### src/rtl/cluster_pkg.sv
/*
 * Mini cluster package
 * Cluster sizes, peripheral register offsets and the CLINT data word views
 */

`default_nettype none

package cluster_pkg;

  // Cluster dimensions
  localparam int unsigned NrCores      = 4;
  localparam int unsigned CoreIdxWidth = $clog2(NrCores);

  // Narrow port widths, the hart id shares the data width
  localparam int unsigned AddrWidth = 16;
  localparam int unsigned DataWidth = 32;
  localparam int unsigned MaskWidth = DataWidth / 2;

  // Peripheral register map
  localparam logic [AddrWidth-1:0] EntryPointOffset = 16'h0000;
  localparam logic [AddrWidth-1:0] ClintMsipOffset  = 16'h0004;

  // Set/clear view of a CLINT write, clear mask in the upper half
  typedef struct packed {
    logic [MaskWidth-1:0] clr_mask;
    logic [MaskWidth-1:0] set_mask;
  } clint_ctl_t;

  // One data word, read either as a plain value or as set/clear masks
  typedef union packed {
    logic [DataWidth-1:0] raw;
    clint_ctl_t           ctl;
  } clint_word_u;

endpackage

`default_nettype wire

### src/rtl/cluster_periph_regs.sv
/*
 * Cluster peripheral registers
 * Boot entry-point scratch register and CLINT software interrupt bits
 */

`timescale 1ns/1ps
`default_nettype none

module cluster_periph_regs import cluster_pkg::*; (
  input  wire logic                 clk_i,
  input  wire logic                 reset_i,
  // Narrow inbound request
  input  wire logic                 in_req_valid_i,
  output logic                      in_req_ready_o,
  input  wire logic                 in_we_i,
  input  wire logic [AddrWidth-1:0] in_addr_i,
  input  wire logic [DataWidth-1:0] in_wdata_i,
  // Narrow inbound response
  output logic                      in_rsp_valid_o,
  input  wire logic                 in_rsp_ready_i,
  output logic [DataWidth-1:0]      in_rdata_o,
  output logic                      in_err_o,
  // Towards the cores
  output logic [DataWidth-1:0]      entry_point_o,
  output logic [NrCores-1:0]        msip_o
);

  logic                 accept;
  logic                 hit_entry;
  logic                 hit_msip;
  clint_word_u          wr_word;
  clint_word_u          rd_word;
  logic [NrCores-1:0]   msip_next;

  logic                 rsp_valid_q;
  logic [DataWidth-1:0] rdata_q;
  logic                 err_q;
  logic [DataWidth-1:0] entry_point_q;
  logic [NrCores-1:0]   msip_q;

  // One outstanding request, a held response blocks the next one
  assign in_req_ready_o = ~rsp_valid_q;
  assign accept         = in_req_valid_i & in_req_ready_o;

  assign hit_entry = (in_addr_i == EntryPointOffset);
  assign hit_msip  = (in_addr_i == ClintMsipOffset);

  assign wr_word.raw = in_wdata_i;

  // Old bits minus the clear mask plus the set mask
  assign msip_next = (msip_q & ~wr_word.ctl.clr_mask[NrCores-1:0])
                   | wr_word.ctl.set_mask[NrCores-1:0];

  // Read mux, writes and misses return zero
  always_comb begin
    rd_word.raw = '0;
    if (!in_we_i) begin
      if (hit_entry) begin
        rd_word.raw = entry_point_q;
      end else if (hit_msip) begin
        rd_word.raw = DataWidth'(msip_q);
      end
    end
  end

  // Register updates at the acceptance edge
  always_ff @(posedge clk_i) begin
    if (reset_i) begin
      entry_point_q <= '0;
      msip_q        <= '0;
    end else if (accept && in_we_i) begin
      if (hit_entry) begin
        entry_point_q <= wr_word.raw;
      end
      if (hit_msip) begin
        msip_q <= msip_next;
      end
    end
  end

  // Pending response flag
  always_ff @(posedge clk_i) begin
    if (reset_i) begin
      rsp_valid_q <= 1'b0;
    end else if (accept) begin
      rsp_valid_q <= 1'b1;
    end else if (in_rsp_ready_i) begin
      rsp_valid_q <= 1'b0;
    end
  end

  // Response payload, captured with the request
  always_ff @(posedge clk_i) begin
    if (accept) begin
      rdata_q <= rd_word.raw;
      err_q   <= ~(hit_entry | hit_msip);
    end
  end

  assign in_rsp_valid_o = rsp_valid_q;
  assign in_rdata_o     = rdata_q;
  assign in_err_o       = err_q;
  assign entry_point_o  = entry_point_q;
  assign msip_o         = msip_q;

  // A stalled response keeps its flag and payload
  property p_rsp_hold;
    @(posedge clk_i) disable iff (reset_i)
      (in_rsp_valid_o && !in_rsp_ready_i)
      |=> (in_rsp_valid_o && $stable(in_rdata_o) && $stable(in_err_o));
  endproperty
  assert property (p_rsp_hold)
    else $error("inbound response changed while stalled");

endmodule

`default_nettype wire

### src/rtl/hart_wakeup_unit.sv
/*
 * Hart wakeup unit
 * Turns a rising msip bit into exactly one boot request
 */

`timescale 1ns/1ps
`default_nettype none

module hart_wakeup_unit import cluster_pkg::*; (
  input  wire logic                 clk_i,
  input  wire logic                 reset_i,
  input  wire logic                 msip_i,
  input  wire logic [DataWidth-1:0] entry_point_i,
  // Boot request towards the arbiter
  output logic                      boot_valid_o,
  input  wire logic                 boot_ready_i,
  output logic [DataWidth-1:0]      boot_addr_o
);

  logic                 msip_q;
  logic                 msip_rise;
  logic                 pending_q;
  logic                 boot_done;
  logic [DataWidth-1:0] boot_addr_q;

  assign msip_rise = msip_i & ~msip_q;
  assign boot_done = pending_q & boot_ready_i;

  // Previous msip value for edge detection
  always_ff @(posedge clk_i) begin
    if (reset_i) begin
      msip_q <= 1'b0;
    end else begin
      msip_q <= msip_i;
    end
  end

  // Edges seen while a request is open are dropped
  always_ff @(posedge clk_i) begin
    if (reset_i) begin
      pending_q <= 1'b0;
    end else if (boot_done) begin
      pending_q <= 1'b0;
    end else if (msip_rise) begin
      pending_q <= 1'b1;
    end
  end

  // Entry point as seen at the interrupt edge
  always_ff @(posedge clk_i) begin
    if (msip_rise && !pending_q) begin
      boot_addr_q <= entry_point_i;
    end
  end

  assign boot_valid_o = pending_q;
  assign boot_addr_o  = boot_addr_q;

  property p_boot_hold;
    @(posedge clk_i) disable iff (reset_i)
      (boot_valid_o && !boot_ready_i) |=> (boot_valid_o && $stable(boot_addr_o));
  endproperty
  assert property (p_boot_hold)
    else $error("boot address changed while stalled");

endmodule

`default_nettype wire

### src/rtl/narrow_out_arbiter.sv
/*
 * Narrow outbound arbiter
 * Round-robin merge of the per-core boot requests, adds the hart id
 */

`timescale 1ns/1ps
`default_nettype none

module narrow_out_arbiter import cluster_pkg::*; (
  input  wire logic                              clk_i,
  input  wire logic                              reset_i,
  input  wire logic [DataWidth-1:0]              hart_base_id_i,
  // Per-core requests
  input  wire logic [NrCores-1:0]                req_valid_i,
  output logic [NrCores-1:0]                     req_ready_o,
  input  wire logic [NrCores-1:0][DataWidth-1:0] req_addr_i,
  // Outbound port
  output logic                                   out_valid_o,
  input  wire logic                              out_ready_i,
  output logic [DataWidth-1:0]                   out_hart_o,
  output logic [DataWidth-1:0]                   out_addr_o
);

  logic [CoreIdxWidth-1:0] rr_ptr_q;
  logic [CoreIdxWidth-1:0] rr_idx;
  logic [CoreIdxWidth-1:0] gnt_idx;
  logic [CoreIdxWidth-1:0] lock_idx_q;
  logic                    lock_q;
  logic                    rr_found;
  logic                    out_xfer;

  // First requester at or after the pointer
  always_comb begin
    int unsigned cand;
    rr_found = 1'b0;
    rr_idx   = rr_ptr_q;
    for (int unsigned i = 0; i < NrCores; i++) begin
      cand = (rr_ptr_q + i) % NrCores;
      if (!rr_found && req_valid_i[cand]) begin
        rr_found = 1'b1;
        rr_idx   = CoreIdxWidth'(cand);
      end
    end
  end

  // A stalled grant stays put even if another core starts requesting
  assign gnt_idx     = lock_q ? lock_idx_q : rr_idx;
  assign out_valid_o = rr_found;
  assign out_xfer    = out_valid_o & out_ready_i;
  assign out_addr_o  = req_addr_i[gnt_idx];
  assign out_hart_o  = hart_base_id_i + DataWidth'(gnt_idx);

  always_comb begin
    req_ready_o = '0;
    req_ready_o[gnt_idx] = out_xfer;
  end

  always_ff @(posedge clk_i) begin
    if (reset_i) begin
      rr_ptr_q <= '0;
      lock_q   <= 1'b0;
    end else begin
      lock_q <= out_valid_o & ~out_ready_i;
      if (out_xfer) begin
        rr_ptr_q <= CoreIdxWidth'((32'(gnt_idx) + 32'd1) % NrCores);
      end
    end
  end

  always_ff @(posedge clk_i) begin
    lock_idx_q <= gnt_idx;
  end

  // Ready goes to at most one core, and only to one that is requesting
  assert property (@(posedge clk_i) disable iff (reset_i)
    $onehot0(req_ready_o) && ((req_ready_o & ~req_valid_i) == '0))
    else $error("grant to more than one core or to an idle core");

endmodule

`default_nettype wire

### src/rtl/mini_cluster.sv
/*
 * Mini compute cluster
 * Peripheral registers, per-core wakeup logic and the outbound arbiter
 */

`timescale 1ns/1ps
`default_nettype none

module mini_cluster import cluster_pkg::*; (
  input  wire logic                 clk_i,
  input  wire logic                 reset_i,
  input  wire logic [DataWidth-1:0] hart_base_id_i,
  // Narrow inbound request
  input  wire logic                 in_req_valid_i,
  output logic                      in_req_ready_o,
  input  wire logic                 in_we_i,
  input  wire logic [AddrWidth-1:0] in_addr_i,
  input  wire logic [DataWidth-1:0] in_wdata_i,
  // Narrow inbound response
  output logic                      in_rsp_valid_o,
  input  wire logic                 in_rsp_ready_i,
  output logic [DataWidth-1:0]      in_rdata_o,
  output logic                      in_err_o,
  // Narrow outbound boot requests
  output logic                      out_valid_o,
  input  wire logic                 out_ready_i,
  output logic [DataWidth-1:0]      out_hart_o,
  output logic [DataWidth-1:0]      out_addr_o
);

  logic [DataWidth-1:0]              entry_point;
  logic [NrCores-1:0]                msip;
  logic [NrCores-1:0]                boot_valid;
  logic [NrCores-1:0]                boot_ready;
  logic [NrCores-1:0][DataWidth-1:0] boot_addr;

  cluster_periph_regs u_periph_regs (
    .clk_i          (clk_i),
    .reset_i        (reset_i),
    .in_req_valid_i (in_req_valid_i),
    .in_req_ready_o (in_req_ready_o),
    .in_we_i        (in_we_i),
    .in_addr_i      (in_addr_i),
    .in_wdata_i     (in_wdata_i),
    .in_rsp_valid_o (in_rsp_valid_o),
    .in_rsp_ready_i (in_rsp_ready_i),
    .in_rdata_o     (in_rdata_o),
    .in_err_o       (in_err_o),
    .entry_point_o  (entry_point),
    .msip_o         (msip)
  );

  // One wakeup unit per core
  for (genvar k = 0; k < NrCores; k++) begin : gen_wakeup
    hart_wakeup_unit u_wakeup (
      .clk_i         (clk_i),
      .reset_i       (reset_i),
      .msip_i        (msip[k]),
      .entry_point_i (entry_point),
      .boot_valid_o  (boot_valid[k]),
      .boot_ready_i  (boot_ready[k]),
      .boot_addr_o   (boot_addr[k])
    );
  end

  narrow_out_arbiter u_out_arbiter (
    .clk_i          (clk_i),
    .reset_i        (reset_i),
    .hart_base_id_i (hart_base_id_i),
    .req_valid_i    (boot_valid),
    .req_ready_o    (boot_ready),
    .req_addr_i     (boot_addr),
    .out_valid_o    (out_valid_o),
    .out_ready_i    (out_ready_i),
    .out_hart_o     (out_hart_o),
    .out_addr_o     (out_addr_o)
  );

endmodule

`default_nettype wire

### config.mk
export PLATFORM = sky130hd
export DESIGN_NAME = mini_cluster
export DESIGN_NICKNAME = d
export VERILOG_FILES = /design/src/rtl/cluster_pkg.sv /design/src/rtl/cluster_periph_regs.sv /design/src/rtl/hart_wakeup_unit.sv /design/src/rtl/narrow_out_arbiter.sv /design/src/rtl/mini_cluster.sv
export SDC_FILE = /design/constraint.sdc
export NUM_CORES = 1
export LEC_CHECK = 0
export ABC_AREA = 1
export ABC_CLOCK_PERIOD_IN_PS = 5200
export BUFFER_PORTS_ARGS = -buffer_cell sky130_fd_sc_hd__buf_2
export CORE_UTILIZATION = 45
export DETAILED_ROUTE_END_ITERATION = 6
export GPL_TIMING_DRIVEN = 0
export PLACE_DENSITY = 0.64
export SLEW_MARGIN = 20
export SYNTH_ARGS = -nofsm -noshare
export SYNTH_HDL_FRONTEND = slang
export SYNTH_HIERARCHICAL = 1
export SYNTH_SLANG_ARGS = --single-unit
### constraint.sdc
create_clock -name clk_i -period 5.2 [get_ports clk_i]
set_input_delay 1.04 -clock clk_i [delete_from_list [all_inputs] [get_ports clk_i]]
set_output_delay 1.04 -clock clk_i [all_outputs]
set_load 0.02 [all_outputs]
==> results of run 1 <==
-- synth_stat cells (all sizes together), types with 3 or more instances --
| cell type | n | area (µm²) |
|---|---|---|
| xnor2 | 9 | 78.83 |
| inv | 216 | 810.8 |
| nand2 | 278 | 1054 |
| nor3 | 11 | 55.05 |
| nand4 | 5 | 31.28 |
| buf | 31 | 251.5 |
| nand3 | 150 | 768.2 |
| o21bai | 4 | 30.03 |
| o21ai | 3 | 15.01 |
| dfxtp | 50 | 1001 |
| ha | 6 | 75.07 |
| clkbuf | 10 | 37.54 |
| xor2 | 20 | 175.2 |
| nor2 | 151 | 593.1 |
| edfxtp | 161 | 4835 |
| a21oi | 7 | 53.80 |
-- stage by stage --
step           worst slack (ps)    util  hold slack, ps
2_1_floorplan             750.7       -           416.3
3_3_place_gp              166.3  0.5159           428.0
3_5_place_dp              124.5  0.5220           441.9
4_1_cts                   14.70  0.5542           457.6
5_1_grt                  -118.9  0.5584           488.5
6_report                  190.1  0.5584           447.9
-- layer usage --
layer / vias to the layer above / share of wire / global-route usage
li1: 3931 / - / -
met5: - / 0 / 0
met3: 23 / 0.059 / 0.02182
met2: 256 / 0.49 / 0.3733
met4: 0 / 0.015 / 0.04700
met1: 3532 / 0.43 / 0.2743
-- worst max path at each step --
stage / endpoint
2_1_floorplan: out_hart_o[30]
3_3_place_gp: out_hart_o[30]
3_5_place_dp: out_hart_o[30]
4_1_cts: out_hart_o[30]
5_1_grt: out_hart_o[30]
6_report: out_hart_o[30]
-- area by class of cell --
class,instances,area (µm²)
buffer,41,299.0
clock inverter,13,123.9
sequential,211,5841
tap,280,350.3
multi-input combinational,654,3114
inverter,216,815.8
clock buffer,23,543.0
fill,1915,9608
timing repair buffer,193,1061
-- placed cells by master (no fill, tap or decap), types with 2 or more instances in the layout --
cell and instances:
clkbuf_16 21, clkinv_2 4, inv_2 8, clkbuf_1 11
buf_8 2, ha_1 5, buf_6 12, buf_4 10
dfxtp_2 4, nor2_2 2, nand3_2 2, a21oi_2 4
xnor2_1 9, buf_16 3, inv_1 207, o21ai_1 2
buf_2 195, nor2_4 7, bufinv_16 2, clkinvlp_4 2
xor2_1 20, a21oi_1 2, nand3_1 146, o21bai_1 4
inv_6 2, dfxtp_1 46, nand4_1 5, nand2_1 272
nand3_4 2, clkinv_1 3, nor2_1 141, edfxtp_1 161
nor3_1 10, nand2_2 5
-- registers in the layout, summed over array words and instances, names as in the netlist --
| name | flops |
|---|---|
| u_periph_regs/in_rdata_o | 32 |
| u_out_arbiter/lock_idx_q | 2 |
| gen_wakeup.u_wakeup/boot_valid_o | 4 |
| u_periph_regs/in_rsp_valid_o | 1 |
| u_out_arbiter/rr_ptr_q | 2 |
| u_periph_regs/in_err_o | 1 |
| u_periph_regs/msip_o | 4 |
| gen_wakeup.u_wakeup/boot_addr_o | 128 |
| u_periph_regs/entry_point_o | 32 |
| u_out_arbiter/lock_q | 1 |
| gen_wakeup.u_wakeup/msip_q | 4 |
-- worst reg2reg max path, stage by stage (launching register included) --
cell and delay, ps:
dfxtp_2 340, inv_2 60, buf_4 160, nand2_1 60, nand2_1 70, nand2_1 60, nand2_2 110, nand3_1 120
nand3_1 110, nand3_1 140, a21oi_4 250, buf_4 300, ha_1 190, inv_1 40, nor2_1 90, nand2_1 60
nand2_1 80, a21oi_2 30
-- kinds of logic (layout without fill, tap and decap cells) --
logic type / count (synthesis) / after routing / share of synthesized area
AND/OR/NAND/NOR: 601 / 601 / 0.2555
buffers and inverters: 257 / 486 / 0.1106
flip-flops: 211 / 211 / 0.5867
XOR/XNOR: 29 / 29 / 0.02554
AO/OA/AOI/OAI: 17 / 17 / 0.01220
adder cells (fa/ha/maj): 7 / 7 / 0.009560
-- power by group --
part           internal, mW  switching [mW]
clock network         0.853           0.613
logic                 0.786            1.68
registers              1.82          0.0146
-- timing repair --
item / CTS / global route
hold buffers: 0 / 0
buffers inserted: 3 / 1
pin swaps: 3 / 7
endpoints found under the setup margin: 8 / 11
gates resized for setup: 7 / 21
hold endpoints to repair: 0 / 0
==> reports/results.ini, run 1 <==
[timing]
rsz0062_at_grt=yes
fin_skew_ps=16.21
finalMaxSlewViolations=0
setup_viol=0
max_freq_ghz=0.1996
worst_slew_pin_slew_ps=799.0
hold_viol=0
final.setup.tns_ps=0
finalCritPeriodShare=0.9635
fin_crit_ps=5010
maxSlewHeadroom=0.4666

[worst_hold_path]
min-delay-start=u_periph_regs/msip_o[1]$_SDFFE_PP0P_
hold_depth=2
hold_path_class=register to register
hold_path_end=gen_wakeup[1].u_wakeup/msip_q$_SDFF_PP0_

[setup_path]
reg2reg_to=gen_wakeup[3].u_wakeup/boot_valid_o$_SDFFE_PP0P_
cp.arrival_ps=3970
critPathMostFrequentCell=nand2_1
path_depth=27
cp_max_fo=11
crit_required_ps=4160
cp-startpoint=u_out_arbiter/rr_ptr_q[0]$_SDFFE_PP0P_
critical-path-top-delay-family=simple AND/OR/NAND/NOR gates
r2r_start=u_out_arbiter/rr_ptr_q[0]$_SDFFE_PP0P_
regToRegSetupSlack_ps=2840
critPathLaunchType=register
slowest_delay_ps=350
reg2regPathDepth=17
slowest_stage=dfxtp_2
path_class=register to output port
critPathBufInv=8
critPathCaptureType=output port

[clocking]
cts.sinks=211
cts_max_path_buffers=3
clkTransAtPathRegs_ps=70
cts-root-buf=clkbuf_16
clk_latency_ps=500
htree_levels=1
numCtsBuffers=20
cts_tree=built

[synth]
synth-main-ff-cell=edfxtp_1
ys_seq_area_frac=0.5867
synth_fp_nets=1215
syn_area_um2=9947
synthDistinctLibCells=38
postSynthAreaPerCell_um2=8.865
ys_async_sr_fraction=0
synthCells=1122
synth_edf_count=161
yosysWarnings=6
ys_ff_latch=211

[routing]
wl_um=23910
drt_iter0_drc=467
first_pass_iters=5
drc=0
wire_per_inst_um=14.66
ant_nets=0
vias=7742
vias_per_cell=4.747

[placed_design]
place_area_um2=11360
dp_hpwl_um=17000
dp_cells=1591
port_buffers=185
gp_congestion=0.8386

[floorplanning]
start_util=0.4572
io_pins=186
coreArea_um2=21760
die_area_um2=22700
die_w_um=150.7
die_height_um=150.7
rows=54

[cells_and_area]
num_antenna_cells=0
drive_gt1_frac=0.2198
area_growth_pct=22.13
final_cells=1631
postLayoutCellArea_um2=12150
nets=1430

[flow_run]
cap_violations=0

[grt]
overflow=0
grt_max_degree=35
track_usage=0.2097
grt_pass1_vias=7220
antenna_found_initial=0
grt_pass1_wl_um=36550

[power_and_ir_drop]
p_per_area_nw_per_um2=474.3
ir_drop_mv=0.2150
leakage_nw=5.779
total_power_mw=5.762

[status]
status=completed

Note: power is estimated with default switching activity, not from simulation.
==> run 2: changes to the inputs <==
REMOVE_ABC_BUFFERS = 1   (was not set)
==> run 2 against run 1 <==
Net effect: critical path depth decreased by 4; fmax up 1.8%; sequential cell count unchanged; clock power is 19% higher; global-route usage decreased by 0.11 points; cell count shrank 1.3%; worst setup slack better by 88 ps.
==> reports/results.ini, run 2 (synthesis results as in run 1) <==
[timing]
worst_slew_pin_slew_ps=911.3  ; was 799.0 ps
final.setup.tns_ps=0  ; unchanged
whs_ps=440.3  ; was 447.9 ps
maxSlewHeadroom=0.3903  ; was 0.4666
hold_viol=0  ; unchanged
max_freq_ghz=0.2032  ; was 0.1996 GHz
setup_viol=0  ; unchanged
fin_skew_ps=13.57  ; was 16.21 ps
fin_crit_ps=4922  ; was 5010 ps
finalCritPeriodShare=0.9466  ; was 0.9635
rsz0062_at_grt=no  ; was yes
finalMaxSlewViolations=0  ; unchanged

[setup_path]
critPathLaunchType=register  ; unchanged
path_class=register to output port  ; unchanged
cp.arrival_ps=3880  ; was 3970 ps
regToRegSetupSlack_ps=2450  ; was 2840 ps
crit_required_ps=4160  ; about the same
cp_max_fo=12  ; was 11
critPathCaptureType=output port  ; unchanged
r2r_start=u_out_arbiter/rr_ptr_q[0]$_SDFFE_PP0P_  ; unchanged
cp-startpoint=u_out_arbiter/rr_ptr_q[0]$_SDFFE_PP0P_  ; unchanged
reg2regPathDepth=17  ; unchanged
reg2reg_to=gen_wakeup[1].u_wakeup/boot_valid_o$_SDFFE_PP0P_  ; was gen_wakeup[3].u_wakeup/boot_valid_o$_SDFFE_PP0P_

[worst_hold_path]
hold_depth=2  ; unchanged
hold_path_class=register to register  ; unchanged
hold_path_end=gen_wakeup[0].u_wakeup/msip_q$_SDFF_PP0_  ; was gen_wakeup[1].u_wakeup/msip_q$_SDFF_PP0_
min-delay-start=u_periph_regs/msip_o[0]$_SDFFE_PP0P_  ; was u_periph_regs/msip_o[1]$_SDFFE_PP0P_

[grt]
grt_max_degree=65  ; was 35
overflow=0  ; unchanged
grt_pass1_wl_um=36110  ; was 36550 µm
antenna_found_initial=0  ; unchanged
grt_pass1_vias=7083  ; was 7220
track_usage=0.2086  ; was 0.2097

[cells_and_area]
area_growth_pct=22.20  ; was 22.13%
fill_cells=1952  ; was 1915
largest_reg_flops=128  ; unchanged
final_common_cell=nand2_1  ; unchanged
layout_common_cells=271 x nand2_1, 207 x inv_1, 184 x buf_2  ; was 272 x nand2_1, 207 x inv_1, 195 x buf_2
drive_gt1_frac=0.2108  ; was 0.2198
nets=1405  ; was 1430

[routing]
ant_nets=0  ; unchanged
vias=7605  ; was 7742
drt_iter0_drc=383  ; was 467
first_pass_iters=4  ; was 5
wire_per_inst_um=14.71  ; was 14.66 µm
wl_um=23670  ; was 23910 µm
drc=0  ; unchanged
vias_per_cell=4.727  ; was 4.747

[power_and_ir_drop]
p_per_area_nw_per_um2=497.2  ; was 474.3 nW/µm²
leakage_nw=5.801  ; was 5.779 nW
ir_drop_mv=0.2795  ; was 0.2150 mV

[placed_design]
gp_congestion=0.7903  ; was 0.8386
port_buffers=185  ; unchanged
dp_hpwl_um=14110  ; was 17000 µm

[floorplanning]
die_area_um2=22700  ; unchanged
die_w_um=150.7  ; unchanged
die_height_um=150.7  ; unchanged
rows=54  ; unchanged
io_pins=186  ; unchanged
start_util=0.4572  ; unchanged
coreArea_um2=21760  ; unchanged

[clocking]
htree_levels=1  ; unchanged
clkTransAtPathRegs_ps=60  ; was 70 ps
cts.sinks=211  ; unchanged
cts-root-buf=clkbuf_16  ; unchanged
numCtsBuffers=22  ; was 20
cts_tree=built  ; unchanged
clk_latency_ps=490  ; was 500 ps
cts_max_path_buffers=3  ; unchanged

[flow_run]
cap_violations=0  ; unchanged

[status]
status=completed  ; unchanged

## run 2: cell count changes in the layout (fill, tap and decap cells not counted), moves of 3 or more
cell,change
buf_2,-11
buf_4,+3
buf_6,-12
bufinv_16,+4
clkbuf_1,-8
dfxtp_2,-3
## run 2: repair_timing
action                                  in CTS  in global routing
cloned                                       3                  0
endpoints found under the setup margin      27                 10
pin swaps                                    5                  2
hold buffers                                 0                  0
resized for setup                           10                  8
setup buffers                                5                  7
## run 2: metrics by stage
step | worst slack, ps | power, mW | instance area (µm²) | utilization | instances
floorplan | -1558 | 3.293 | 9658 | - | 1081
global placement | -4077 | 4.099 | 10930 | 0.5026 | 1546
detailed placement | -587.5 | 4.161 | 11160 | 0.5129 | 1553
CTS | 46.24 | 6.038 | 12080 | 0.5551 | 1601
global route | 30.60 | 6.368 | 12150 | 0.5586 | 1608
finish | 277.8 | 6.044 | 12160 | 0.5587 | 1609
## run 2: worst max path at each step
stage                     end
2_1_floorplan  out_hart_o[30]
3_3_place_gp   out_hart_o[30]
3_5_place_dp   out_hart_o[30]
4_1_cts        out_hart_o[30]
5_1_grt        out_hart_o[30]
6_report       out_hart_o[22]
## run 2: where the power goes
part	internal, mW	switching, mW
Combinational	0.746	1.70
Clock	1.13	0.622
Sequential	1.82	0.0218
## run 2: per-layer routing
layer,GRT usage,wire (µm),vias to the layer above,part of all wire
li1,-,-,3900,-
met1,0.2393,9899,3481,0.42
met2,0.4044,12240,190,0.52
met3,0.02667,1157,34,0.049
met4,0.05200,372,0,0.016
met5,0,0,-,0
## run 2: layout make-up
| type | count | area (µm²) | share of cell area |
|---|---|---|---|
| Timing Repair Buffer | 204 | 1189 | 0.09779 |
| Multi-Input combinational cell | 657 | 3132 | 0.2576 |
| Inverter | 216 | 815.8 | 0.06711 |
| Sequential cell | 211 | 5844 | 0.4808 |
| Tap cell | 280 | 350.3 | 0.02882 |
| Clock buffer | 28 | 614.3 | 0.05054 |
| Clock inverter | 12 | 207.7 | 0.01709 |
| Antenna cell | 1 | 2.502 | 0.0002059 |
## run 2: critical path: stages (launching register included)
cell	delay (ps)
dfxtp_4	410
inv_4	80
nand2_1	70
nand2_1	110
nand2_1	100
nand2_2	80
nor2_4	110
nand3_1	90
nand2_1	120
nand2_4	120
nand2_8	120
nand2_8	80
inv_4	90
ha_1	190
fa_2	230
inv_1	70
nor2_2	170
nand4_1	160
nor2_2	150
nand4_1	160
buf_4	190
nor2_1	120
xor2_1	190
buf_2	190
